$ cat src/hw/vending_defs.svh
/* Widths, row prices and coin values in cents. Credit must stay below 1024, and
   the display holds four decimal digits. */

`ifndef VENDING_DEFS_SVH
`define VENDING_DEFS_SVH

////////////////////////////////////////////////////////////////////////////
// Widths
////////////////////////////////////////////////////////////////////////////

`define VM_CREDIT_W     10      // Cents up to 1023
`define VM_COIN_W       3
`define VM_SLOT_W       5       // 1 to 20 valid and 0 for none
`define VM_BCD_DIGITS   4

////////////////////////////////////////////////////////////////////////////
// Row prices and coin values
////////////////////////////////////////////////////////////////////////////

`define VM_PRICE_A      100
`define VM_PRICE_B      125
`define VM_PRICE_C      150
`define VM_PRICE_D      175

`define VM_VAL_PENNY    1
`define VM_VAL_NICKEL   5
`define VM_VAL_DIME     10
`define VM_VAL_QUARTER  25
`define VM_VAL_HALF     50
`define VM_VAL_DOLLAR   100

`endif

$ cat src/hw/vending_pkg.sv
/* Shared types of the vending controller. Coin codes 1 to 6 are ordered by value,
   and coin_value gives 0 for COIN_NONE and COIN_BAD. */

package vending_pkg;

    `include "vending_defs.svh"

    typedef logic [`VM_CREDIT_W-1:0] credit_t;      // Cents
    typedef logic [`VM_SLOT_W-1:0] slot_t;
    typedef logic [`VM_BCD_DIGITS*4-1:0] bcd_t;     // Most significant digit on top

    typedef enum logic [`VM_COIN_W-1:0] {
        COIN_NONE = 3'd0,
        PENNY     = 3'd1,
        NICKEL    = 3'd2,
        DIME      = 3'd3,
        QUARTER   = 3'd4,
        HALF      = 3'd5,
        DOLLAR    = 3'd6,
        COIN_BAD  = 3'd7
    } coin_t;

    typedef enum logic [1:0] {
        IDLE,
        COLLECTING,
        VENDING,
        RETURNING
    } vend_state_t;

    function automatic credit_t coin_value(input coin_t coin);
        case (coin)
            PENNY:   return credit_t'(`VM_VAL_PENNY);
            NICKEL:  return credit_t'(`VM_VAL_NICKEL);
            DIME:    return credit_t'(`VM_VAL_DIME);
            QUARTER: return credit_t'(`VM_VAL_QUARTER);
            HALF:    return credit_t'(`VM_VAL_HALF);
            DOLLAR:  return credit_t'(`VM_VAL_DOLLAR);
            default: return '0;                     // No coin or unknown code
        endcase
    endfunction

endpackage

$ cat src/hw/change_dispenser.sv
/* Greedy change payout, one coin per cycle after change_load. A new load must not
   arrive before change_done. */

`timescale 1ns/1ps

module change_dispenser (
    input  logic                 clock,
    input  logic                 reset,
    input  logic                 change_load,
    input  vending_pkg::credit_t change_amount,
    output vending_pkg::coin_t   coin_return,
    output logic                 change_done
);

    vending_pkg::credit_t remaining;
    logic                 busy;
    vending_pkg::coin_t   next_coin;

    // Largest coin not above what is left
    always_comb begin
        if (remaining >= vending_pkg::coin_value(vending_pkg::DOLLAR)) begin
            next_coin = vending_pkg::DOLLAR;
        end else if (remaining >= vending_pkg::coin_value(vending_pkg::HALF)) begin
            next_coin = vending_pkg::HALF;
        end else if (remaining >= vending_pkg::coin_value(vending_pkg::QUARTER)) begin
            next_coin = vending_pkg::QUARTER;
        end else if (remaining >= vending_pkg::coin_value(vending_pkg::DIME)) begin
            next_coin = vending_pkg::DIME;
        end else if (remaining >= vending_pkg::coin_value(vending_pkg::NICKEL)) begin
            next_coin = vending_pkg::NICKEL;
        end else if (remaining != '0) begin
            next_coin = vending_pkg::PENNY;
        end else begin
            next_coin = vending_pkg::COIN_NONE;
        end
    end

    always_ff @(posedge clock or posedge reset) begin
        if (reset) begin
            busy        <= 1'b0;
            coin_return <= vending_pkg::COIN_NONE;
            change_done <= 1'b0;
        end else begin
            coin_return <= vending_pkg::COIN_NONE;
            change_done <= 1'b0;
            if (change_load) begin
                busy <= 1'b1;
            end else if (busy) begin
                if (remaining == '0) begin
                    busy        <= 1'b0;
                    change_done <= 1'b1;        // Cycle after the last coin
                end else begin
                    coin_return <= next_coin;
                end
            end
        end
    end

    always_ff @(posedge clock or posedge reset) begin
        if (reset) begin
            remaining <= '0;
        end else if (change_load) begin
            remaining <= change_amount;
        end else if (busy) begin
            remaining <= remaining - vending_pkg::coin_value(next_coin);
        end
    end

endmodule

$ cat src/hw/coin_accumulator.sv
/* Credit register. Coins count only while accept is high, a clear beats a coin in
   the same cycle, and the sum saturates at 1023 cents. */

`timescale 1ns/1ps

`include "vending_defs.svh"

module coin_accumulator (
    input  logic                clock,
    input  logic                reset,
    input  vending_pkg::coin_t  coin_in,
    input  logic                accept,
    input  logic                credit_clear,
    output vending_pkg::credit_t credit
);

    logic [`VM_CREDIT_W:0]  credit_sum;     // One spare bit for overflow
    vending_pkg::credit_t   credit_next;

    ////////////////////////////////////////////////////////////////////////////
    // Next credit
    ////////////////////////////////////////////////////////////////////////////

    assign credit_sum = {1'b0, credit} + {1'b0, vending_pkg::coin_value(coin_in)};

    always_comb begin
        if (credit_sum[`VM_CREDIT_W]) begin
            credit_next = '1;                       // Saturate
        end else begin
            credit_next = credit_sum[`VM_CREDIT_W-1:0];
        end
    end

    ////////////////////////////////////////////////////////////////////////////
    // Credit register
    ////////////////////////////////////////////////////////////////////////////

    always_ff @(posedge clock or posedge reset) begin
        if (reset) begin
            credit <= '0;
        end else if (credit_clear) begin
            credit <= '0;
        end else if (accept) begin
            credit <= credit_next;                  // Bad codes add 0
        end
    end

endmodule

$ cat src/hw/credit_display.sv
/* Binary to BCD by shift and add 3, registered once, so the display trails the
   credit by one cycle. */

`timescale 1ns/1ps

`include "vending_defs.svh"

module credit_display (
    input  logic                 clock,
    input  logic                 reset,
    input  vending_pkg::credit_t credit,
    output vending_pkg::bcd_t    display_bcd
);

    vending_pkg::bcd_t bcd_next;

    always_comb begin
        bcd_next = '0;
        for (int i = `VM_CREDIT_W - 1; i >= 0; i--) begin
            for (int d = 0; d < `VM_BCD_DIGITS; d++) begin
                if (bcd_next[d*4 +: 4] >= 4'd5) begin
                    bcd_next[d*4 +: 4] = bcd_next[d*4 +: 4] + 4'd3;  // Digit would pass 9
                end
            end
            bcd_next = {bcd_next[`VM_BCD_DIGITS*4-2:0], credit[i]};
        end
    end

    ////////////////////////////////////////////////////////////////////////////
    // Output register
    ////////////////////////////////////////////////////////////////////////////

    always_ff @(posedge clock or posedge reset) begin
        if (reset) begin
            display_bcd <= '0;
        end else begin
            display_bcd <= bcd_next;
        end
    end

endmodule

$ cat src/hw/selection_decoder.sv
/* Buttons are registered once, so picks lag the buttons by a cycle. Rows win
   from A to D and columns from 1 to 5 when several are pressed. */

`timescale 1ns/1ps

`include "vending_defs.svh"

module selection_decoder (
    input  logic                 clock,
    input  logic                 reset,
    input  logic                 row_a,
    input  logic                 row_b,
    input  logic                 row_c,
    input  logic                 row_d,
    input  logic                 col_1,
    input  logic                 col_2,
    input  logic                 col_3,
    input  logic                 col_4,
    input  logic                 col_5,
    output logic                 pick_valid,
    output vending_pkg::slot_t   pick_slot,
    output vending_pkg::credit_t pick_price
);

    logic [3:0] row_q;      // Bit 0 is row A
    logic [4:0] col_q;      // Bit 0 is column 1
    logic [1:0] row_idx;
    logic [2:0] col_idx;

    always_ff @(posedge clock or posedge reset) begin
        if (reset) begin
            row_q <= '0;
            col_q <= '0;
        end else begin
            row_q <= {row_d, row_c, row_b, row_a};
            col_q <= {col_5, col_4, col_3, col_2, col_1};
        end
    end

    always_comb begin
        if (row_q[0])      row_idx = 2'd0;
        else if (row_q[1]) row_idx = 2'd1;
        else if (row_q[2]) row_idx = 2'd2;
        else               row_idx = 2'd3;

        if (col_q[0])      col_idx = 3'd0;
        else if (col_q[1]) col_idx = 3'd1;
        else if (col_q[2]) col_idx = 3'd2;
        else if (col_q[3]) col_idx = 3'd3;
        else               col_idx = 3'd4;

        case (row_idx)
            2'd0:    pick_price = vending_pkg::credit_t'(`VM_PRICE_A);
            2'd1:    pick_price = vending_pkg::credit_t'(`VM_PRICE_B);
            2'd2:    pick_price = vending_pkg::credit_t'(`VM_PRICE_C);
            default: pick_price = vending_pkg::credit_t'(`VM_PRICE_D);
        endcase
    end

    assign pick_valid = (|row_q) && (|col_q);
    assign pick_slot  = {3'b000, row_idx} * 5'd5 + {2'b00, col_idx} + 5'd1;  // A1 is 1

endmodule

$ cat src/hw/vend_controller.sv
/* Transaction FSM. Coins are taken only in IDLE and COLLECTING, and the slot is
   held until the drop sensor fires, with no timeout on that wait. */

`timescale 1ns/1ps

module vend_controller (
    input  logic                 clock,
    input  logic                 reset,
    input  vending_pkg::credit_t credit,
    input  logic                 pick_valid,
    input  vending_pkg::slot_t   pick_slot,
    input  vending_pkg::credit_t pick_price,
    input  logic                 food_dispensed,
    input  logic                 change_done,
    output logic                 accept,
    output logic                 credit_clear,
    output vending_pkg::slot_t   vend_slot,
    output logic                 change_load,
    output vending_pkg::credit_t change_amount
);

    vending_pkg::vend_state_t state;
    vending_pkg::credit_t     price_q;      // Price of the row being vended
    logic                     pick_ok;
    logic                     drop_seen;

    ////////////////////////////////////////////////////////////////////////////
    // Decisions
    ////////////////////////////////////////////////////////////////////////////

    assign pick_ok   = (state == vending_pkg::COLLECTING) && pick_valid &&
                       (credit >= pick_price);
    assign drop_seen = (state == vending_pkg::VENDING) && food_dispensed;

    assign accept = (state == vending_pkg::IDLE) || (state == vending_pkg::COLLECTING);

    ////////////////////////////////////////////////////////////////////////////
    // State and strobes
    ////////////////////////////////////////////////////////////////////////////

    always_ff @(posedge clock or posedge reset) begin
        if (reset) begin
            state        <= vending_pkg::IDLE;
            vend_slot    <= '0;
            credit_clear <= 1'b0;
            change_load  <= 1'b0;
        end else begin
            credit_clear <= 1'b0;       // Both strobes last one cycle
            change_load  <= 1'b0;

            case (state)
                vending_pkg::IDLE: begin
                    if (credit != '0) begin
                        state <= vending_pkg::COLLECTING;
                    end
                end

                vending_pkg::COLLECTING: begin
                    if (pick_ok) begin
                        vend_slot <= pick_slot;
                        state     <= vending_pkg::VENDING;
                    end
                end

                vending_pkg::VENDING: begin
                    // Slot stays up until the sensor sees the drop
                    if (drop_seen) begin
                        vend_slot    <= '0;
                        credit_clear <= 1'b1;
                        change_load  <= 1'b1;
                        state        <= vending_pkg::RETURNING;
                    end
                end

                vending_pkg::RETURNING: begin
                    if (change_done) begin
                        state <= vending_pkg::IDLE;
                    end
                end

                default: begin
                    state <= vending_pkg::IDLE;
                end
            endcase
        end
    end

    ////////////////////////////////////////////////////////////////////////////
    // Price and change amount
    ////////////////////////////////////////////////////////////////////////////

    always_ff @(posedge clock or posedge reset) begin
        if (reset) begin
            price_q       <= '0;
            change_amount <= '0;
        end else begin
            if (pick_ok) begin
                price_q <= pick_price;
            end
            if (drop_seen) begin
                change_amount <= credit - price_q;  // Credit covered the price at pick
            end
        end
    end

endmodule

$ cat src/hw/vending_machine.sv
/* Vending controller top, 20 slots in rows A to D. Buttons and the drop sensor are
   levels, coin_in is a one cycle strobe per coin. */

`timescale 1ns/1ps

module vending_machine (
    input  logic               clock,
    input  logic               reset,
    input  vending_pkg::coin_t coin_in,
    input  logic               row_a,
    input  logic               row_b,
    input  logic               row_c,
    input  logic               row_d,
    input  logic               col_1,
    input  logic               col_2,
    input  logic               col_3,
    input  logic               col_4,
    input  logic               col_5,
    input  logic               food_dispensed,
    output vending_pkg::slot_t vend_slot,
    output vending_pkg::coin_t coin_return,
    output logic               change_done,
    output vending_pkg::bcd_t  display_bcd
);

    vending_pkg::credit_t credit;
    vending_pkg::credit_t pick_price;
    vending_pkg::credit_t change_amount;
    vending_pkg::slot_t   pick_slot;
    logic                 pick_valid;
    logic                 accept;
    logic                 credit_clear;
    logic                 change_load;

    ////////////////////////////////////////////////////////////////////////////
    // Input side
    ////////////////////////////////////////////////////////////////////////////

    coin_accumulator i_coin_accumulator (
        .clock(clock), .reset(reset), .coin_in(coin_in), .accept(accept),
        .credit_clear(credit_clear), .credit(credit)
    );

    selection_decoder i_selection_decoder (
        .clock(clock), .reset(reset),
        .row_a(row_a), .row_b(row_b), .row_c(row_c), .row_d(row_d),
        .col_1(col_1), .col_2(col_2), .col_3(col_3), .col_4(col_4), .col_5(col_5),
        .pick_valid(pick_valid), .pick_slot(pick_slot), .pick_price(pick_price)
    );

    ////////////////////////////////////////////////////////////////////////////
    // Control and output side
    ////////////////////////////////////////////////////////////////////////////

    vend_controller i_vend_controller (
        .clock(clock), .reset(reset), .credit(credit),
        .pick_valid(pick_valid), .pick_slot(pick_slot), .pick_price(pick_price),
        .food_dispensed(food_dispensed), .change_done(change_done),
        .accept(accept), .credit_clear(credit_clear), .vend_slot(vend_slot),
        .change_load(change_load), .change_amount(change_amount)
    );

    change_dispenser i_change_dispenser (
        .clock(clock), .reset(reset), .change_load(change_load),
        .change_amount(change_amount), .coin_return(coin_return),
        .change_done(change_done)
    );

    credit_display i_credit_display (
        .clock(clock), .reset(reset), .credit(credit), .display_bcd(display_bcd)
    );

endmodule

$ cat config.mk
export PLATFORM = sky130hd
export DESIGN_NAME = vending_machine
export DESIGN_NICKNAME = d
export VERILOG_FILES = /design/src/hw/vending_pkg.sv /design/src/hw/change_dispenser.sv /design/src/hw/coin_accumulator.sv /design/src/hw/credit_display.sv /design/src/hw/selection_decoder.sv /design/src/hw/vend_controller.sv /design/src/hw/vending_machine.sv
export VERILOG_INCLUDE_DIRS = /design/src /design/src/hw
export SDC_FILE = /design/constraint.sdc
export NUM_CORES = 1
export LEC_CHECK = 0
export BUFFER_PORTS_ARGS = -buffer_cell sky130_fd_sc_hd__buf_2
export CAP_MARGIN = 20
export CELL_PAD_IN_SITES_DETAIL_PLACEMENT = 0
export CELL_PAD_IN_SITES_GLOBAL_PLACEMENT = 2
export CORE_UTILIZATION = 41
export DETAILED_ROUTE_END_ITERATION = 12
export HOLD_SLACK_MARGIN = 0.03
export MAX_ROUTING_LAYER = met4
export PLACE_DENSITY_LB_ADDON = 0.1
export SLEW_MARGIN = 20
export SYNTH_ARGS = -nofsm -noshare
export SYNTH_HDL_FRONTEND = slang
export SYNTH_SLANG_ARGS = --single-unit
$ cat constraint.sdc
create_clock -name clock -period 17.45 [get_ports clock]
set_clock_uncertainty 0.15 [all_clocks]
set_input_delay 1.745 -clock clock [delete_from_list [all_inputs] [get_ports clock]]
set_output_delay 1.745 -clock clock [all_outputs]
set_load 0.005 [all_outputs]
# Yosys cells after proc, flatten, opt, wreduce, memory -nomap -nowiden
# Index checks and enable logic that the tools add are counted.
# word_totals
register_bits	75
latch_bits	0
ram_bits	0
rom_bits	0
inputBits	15
output_inout_bits	25
elab_cells	141
n_memories	0
# op_classes
n_addsub	17
mul	1
div_mod_pow	0
order_cmp	18
n_eq_ne	21
n_shift	0
mux	54
n_bitwise	0
reduce_logical	17
# ops
op	n
$pmux W7 S6	2
$mux W10	7
$mux W4	12
$add A4 B2 Y4 const B	9
$ge A4 B3 Y1 const B	9
$mux W3	12
$pmux W8 S3	1
$reduce_bool A10 Y1	2
$sub A10 B10 Y10	2
$eq A3 B3 Y1 const B	6
$add A3 B2 Y4 const B	3
$eq A3 B2 Y1 const B	4
$mux W2	6
$add A10 B7 Y11	1
$ge A10 B3 Y1 const B	1
$ge A10 B4 Y1 const B	1
$ge A10 B5 Y1 const B	1
$ge A10 B6 Y1 const B	1
$ge A10 B7 Y1 const B	1
$ge A10 B8 Y1	1
$logic_not A10 Y1	1
$mux W1	10
$mux W5	2
$pmux W5 S2	1
other kinds (18)	32

# Logic depth before layout (Yosys ltp)
# logic_depth
depth_word	14
ltp_mapped	31
ltp_nobuf	29

# Cells and area by module
# Synthesis repeated with hierarchy kept, for this count alone.
# unflattened
hier_cells	779
area_unflattened_um2	6657.6
# modules_own_cells
module	n_inst	cells_each	area_each_um2	seq_area_each_um2
credit_display	1	285	2137.0	325.3
vend_controller	1	197	1845.5	700.7
change_dispenser	1	143	1186.1	375.4
coin_accumulator	1	99	908.4	250.2
selection_decoder	1	55	580.6	225.2

# Worst setup path before layout
# Ideal clock, no wire load.
# synth_path
kind	register -> register
startpoint	register i_coin_accumulator.credit[8]
endpoint	register i_credit_display.display_bcd[9]
setup_time_ns	0.118
t_arrival_ns	5.577
t_required_ns	17.182
slack_ns	11.605
path_stages_with_launch	28
path_buffers	2
synth_period_minus_slack_ns	5.845
path_cell_list	dfrtp_1 > buf_2 > inv_1 > ha_1 > o21ai_1 > xnor2_1 > ha_1 > nand2b_1 > a32oi_4 > xnor2_1 > inv_1 > ha_1 > clkbuf_1 > nor2b_1 > o31a_1 > and3_1 > or2_1 > a21oi_4 > nor2_1 > ha_1 > or2_2 > a21o_1 > o21a_1 > xor2_1 > ha_1 > inv_1 > a21boi_0 > a21o_1
# synth_via
elab_chain_cells	14
elab_cells_between_ends	27
classes_between	9 x add/sub; 9 x order compare; 9 x mux
# synth_rtl
element	line	text
start, declared	coin_accumulator.sv:14	output vending_pkg::credit_t credit
start signal, assigned	coin_accumulator.sv:44	credit <= credit_next;
$add A3 B2 Y4 / $ge A3 B3 Y1 (equally long branches)	credit_display.sv:22, credit_display.sv:21	
$mux W4 *	credit_display.sv:21	if (bcd_next[d*4 +: 4] >= 4'd5) begin
$add A4 B2 Y4 / $ge A4 B3 Y1 (equally long branches)	credit_display.sv:22, credit_display.sv:21	
$mux W4	credit_display.sv:21	
$ge A4 B3 Y1 / $add A4 B2 Y4 (equally long branches)	credit_display.sv:21, credit_display.sv:22	
$mux W4	credit_display.sv:21	
$add A4 B2 Y4, or another cell as far along	credit_display.sv:22	bcd_next[d*4 +: 4] = bcd_next[d*4 +: 4] + 4'd3;
$mux W4	credit_display.sv:21	
$add A4 B2 Y4 / $ge A4 B3 Y1 (equally long branches)	credit_display.sv:22, credit_display.sv:21	
$mux W4	credit_display.sv:21	
$add A4 B2 Y4 / $ge A4 B3 Y1 (equally long branches)	credit_display.sv:22, credit_display.sv:21	
$mux W4	credit_display.sv:21	
$add A3 B2 Y4 / $ge A3 B3 Y1 (equally long branches)	credit_display.sv:22, credit_display.sv:21	
$mux W4 *	credit_display.sv:21	
net i_credit_display.bcd_next[9]	credit_display.sv:15	vending_pkg::bcd_t bcd_next;
end signal, assigned	credit_display.sv:37	display_bcd <= bcd_next;
end, declared	credit_display.sv:12	output vending_pkg::bcd_t display_bcd
# Mark *: on every way through the listed nets, which the timed path passes. The rest lies on a longest branch.
# A chain may end at the register's enable or synchronous reset.

# Final worst setup path
# layout_path
startpoint	register i_coin_accumulator.credit[8]
endpoint	register i_credit_display.display_bcd[8]
# layout_via
elab_chain_cells	14
elab_cells_between_ends	30
classes_between	10 x add/sub; 10 x order compare; 10 x mux
# layout_rtl
element	line
$add A3 B2 Y4 / $ge A3 B3 Y1 (equally long branches)	credit_display.sv:22, credit_display.sv:21
$mux W4 *	credit_display.sv:21
$add A4 B2 Y4 / $ge A4 B3 Y1 (equally long branches)	credit_display.sv:22, credit_display.sv:21
$mux W4	credit_display.sv:21
$ge A4 B3 Y1 / $add A4 B2 Y4 (equally long branches)	credit_display.sv:21, credit_display.sv:22
$mux W4	credit_display.sv:21
$add A4 B2 Y4, or another cell as far along	credit_display.sv:22
$mux W4	credit_display.sv:21
$add A4 B2 Y4 / $ge A4 B3 Y1 (equally long branches)	credit_display.sv:22, credit_display.sv:21
$mux W4	credit_display.sv:21
$add A4 B2 Y4 / $ge A4 B3 Y1 (equally long branches)	credit_display.sv:22, credit_display.sv:21
$mux W4	credit_display.sv:21
$add A4 B2 Y4 / $ge A4 B3 Y1 (equally long branches)	credit_display.sv:22, credit_display.sv:21
$mux W4 *	credit_display.sv:21
net i_credit_display.bcd_next[8]	credit_display.sv:15
# Marks and branches as above.

==> results.txt <==
- The final hold violation count is 0.
- R2R setup slack: 10990 ps
* Startpoint of the worst hold path: i_coin_accumulator.credit[0]
- Data on the critical path is required at its endpoint by 17520 ps.
- Tmin final: 6460 ps
* Synth warnings: 0
* Initial antenna violation count: 0
- The number of gates resized after CTS was 0.
* Final RePlAce weighted congestion: 0.790
- Max-cap violations in this run came to 0.
- From synthesis to final layout, the design area changed by 10.4%.
- GRT Resource Usage Total: 0.199
- Clock tree root driver cell: clkbuf_16
- For this design the top-level I/O count stands at 40.
- Antenna diode count: 0
- In this run the worst path has a maximum fanout of 13.
- The worst setup path is captured at a flop.
- Leaving out fill and tap cells, the most frequent cell in the layout is dfrtp_1.
* Total negative slack: 0 ps
- Synthesis handed over a netlist of 647 instances.
* Placeable core area: 13400 um^2
* Final Instance Area: 6320 um^2
* H-tree lvl count: 3
* RSZ-0062 raised after global routing: no
- Headroom to the max-slew limit came out at 0.323.
- Counting instances, the worst hold path has a depth of 0.
* Share of synthesized registers carrying an async set or reset: 1.00
- FF-to-FF path depth: 26
* Clock insertion delay at the later pin of the skew report: 340 ps
* Clock Pin Slew Worst Setup and Hold Paths: 60 ps
- The clock passes through at most 2 buffers.
* Instance area at placement: 6020 um^2
* Worst flop-to-flop path endpoint: i_credit_display.display_bcd[8]
- Violation count after the first detailed-route iteration: 200
- The count of nets left with antenna violations once routing finished came out at 0.
- After global routing the overflow that remains totals 0.
* Commonest cells after routing, fill and taps aside: dfrtp_1 (71), nand2_1 (65), ha_1 (53)
* Die outline height: 120 um
* Hold Path End: i_credit_display.display_bcd[0]
- Top routing layer in use: met4
* Worst min path class: reg2reg
* Half-perimeter wire length after detailed placement: 9470 um
- Fraction of layout cells with a size suffix above 1: 0.136
* CTS tree: done
- After the flow finishes, the layout carries non-filler instances totaling 853.
- After detailed routing, the number of vias per cell comes to 5.41.
* Hold_buf cts: 0
- Post-DR wirelength/cell: 15.0 um
* Post-route met1 wirelength: 6130 um
- Total met3 wirelength after detailed routing: 363 um
- Part of the Yosys area used for sequential elements: 0.311
- Slew @ Worst Pin: 1020 ps
- Entering global routing, the biggest net connects 72 pins.
- Number of distinct standard cells referenced by the synthesized netlist: 77
* First-pass iteration count of the detailed router: 4
* Most frequently used flop master after synthesis: dfrtp_1
- Dpl cells: 837
* Worst reg2reg path startpoint: i_coin_accumulator.credit[8]
* Nets: 744
- Synthesis inferred 71 register bits.
- For this run, the share of the core covered by cells in the final layout is 0.471.
* Number of sinks on the clock net: 71
- Run status: completed
* Routed via count: 4616
- Number of CTS-inserted buffers: 9
* Number of enable flip-flop cells after synthesis: 0
* DRT Wirelength: 12800 um
* Post-route clock period utilization: 0.370
- Buffers placed on the I/O ports in this run total 36.
- The initial utilization of the core area, before any placement, comes to 0.427.
* Die ar.: 14400 um^2
* Number of setup buffers added after CTS: 0
- Die span in x: 120 um
- Summed over all nets, wire length on met2 after detailed routing comes to 6110 um.
- First-pass GRT wire length: 21900 um
* Remaining design rule violation count: 0
- Counting the fill cells in the layout gives 1309.
- The critical path in this run is classified as reg2reg.
- Vias in the first global route: 4476
- The mapped netlist covers 5720 um^2.
- Row generation in the floorplan step produced 42 rows.
* Maximum clock frequency: 0.155 GHz
- Each instance of the synthesized netlist takes up on average 8.84 um^2.
- # setup viols final: 0
* Critical path launch point type: flop
* Arrival time of the worst setup path: 6530 ps
* Max Slew Vio Count: 0
area by class of cell:
| type | instances | area, um^2 | share of cell area |
|---|---|---|---|
| multi-input cells | 509 | 3670 | 0.581 |
| well taps | 176 | 220 | 0.0349 |
| flip-flops and latches | 71 | 1780 | 0.281 |
| repair buffers | 38 | 195 | 0.0309 |
| inverters | 43 | 161 | 0.0256 |
| clock buffers | 12 | 246 | 0.0390 |
| clock inverters | 4 | 45.0 | 0.00713 |
worst max-delay path by stage:
stage | from | to | slack [ps] | cells after the start
CTS | i_coin_accumulator.credit[8] | i_credit_display.display_bcd[8] | 10990 | 26
global route | i_coin_accumulator.credit[8] | i_credit_display.display_bcd[8] | 10360 | 26
finish | i_coin_accumulator.credit[8] | i_credit_display.display_bcd[8] | 10990 | 26
floorplan | i_coin_accumulator.credit[8] | i_credit_display.display_bcd[9] | 11600 | 27
detailed placement | i_coin_accumulator.credit[8] | i_credit_display.display_bcd[8] | 11020 | 26
global placement | i_coin_accumulator.credit[8] | i_credit_display.display_bcd[9] | 11300 | 25
flip-flops by register name, summed over array words and instances, names as in the netlist:
| register | cells |
|---|---|
| i_vend_controller.credit_clear | 1 |
| i_selection_decoder.row_q | 4 |
| i_coin_accumulator.credit | 10 |
| i_credit_display.display_bcd | 13 |
| i_change_dispenser.busy | 1 |
| i_selection_decoder.col_q | 5 |
| i_vend_controller.price_q | 6 |
| i_change_dispenser.change_done | 1 |
| i_vend_controller.change_amount | 10 |
| i_vend_controller.state | 2 |
| i_change_dispenser.coin_return | 3 |
| i_change_dispenser.remaining | 10 |
| i_vend_controller.vend_slot | 5 |
per-layer routing:
metal,vias up,global-route usage
li1,2340,-
met1,2211,0.255
met2,53,0.316
met3,12,0.0433
met4,0,0.0539
met5,-,-
cells in the mapped netlist, types with 17 or more instances:
cell,number,area (um^2)
o21ai_0,46,230
nor3_1,19,95.1
ha_1,53,663
nor2b_1,21,131
a21oi_1,37,185
nor2_1,35,131
inv_1,40,150
a21o_1,19,143
mux2i_1,17,170
clkbuf_1,18,67.6
dfrtp_1,71,1780
nand2_1,65,244
xnor2_1,22,193
critical path, stage by stage, from the launching register on:
cell      delay [ps]
dfrtp_1          530
inv_1            200
ha_1             270
o21ai_1           90
xnor2_1          450
ha_1             320
nand2b_1         130
a32oi_4          360
xnor2_1          230
inv_1            150
ha_1             310
nor2b_1          200
o31a_1           290
a21oi_1          320
or2_1            300
a21oi_4          100
nor2_1           150
ha_1             170
inv_1             60
a21boi_0         160
o32a_2           240
inv_1             60
ha_1             210
o21a_1           190
o32ai_1          450
a21oi_1          110
xor2_1           160
metrics by stage:
step           hold slack, ps  setup slack (ps)
3_5_place_dp              296             11020
4_1_cts                   323             10990
5_1_grt                   335             10360
2_1_floorplan             250             11600
6_report                  314             10990
3_3_place_gp              288             11300
logic make-up (layout without fill, tap and decap cells):
| family | Yosys count | count (layout) | synth area share |
|---|---|---|---|
| AOI/OAI and AO/OA | 184 | 184 | 0.225 |
| xor gates and xnor gates | 34 | 34 | 0.0520 |
| adders and majority gates | 57 | 57 | 0.130 |
| buffers and inverters | 69 | 97 | 0.0492 |
| DFF | 71 | 71 | 0.311 |
| muxes | 32 | 32 | 0.0625 |
| other | 1 | 3 | 0.000655 |
| and+or+nand+nor | 199 | 199 | 0.171 |
Power is not shown: default switching activity piles up to over one toggle a cycle in this logic, so the estimate is an artifact.
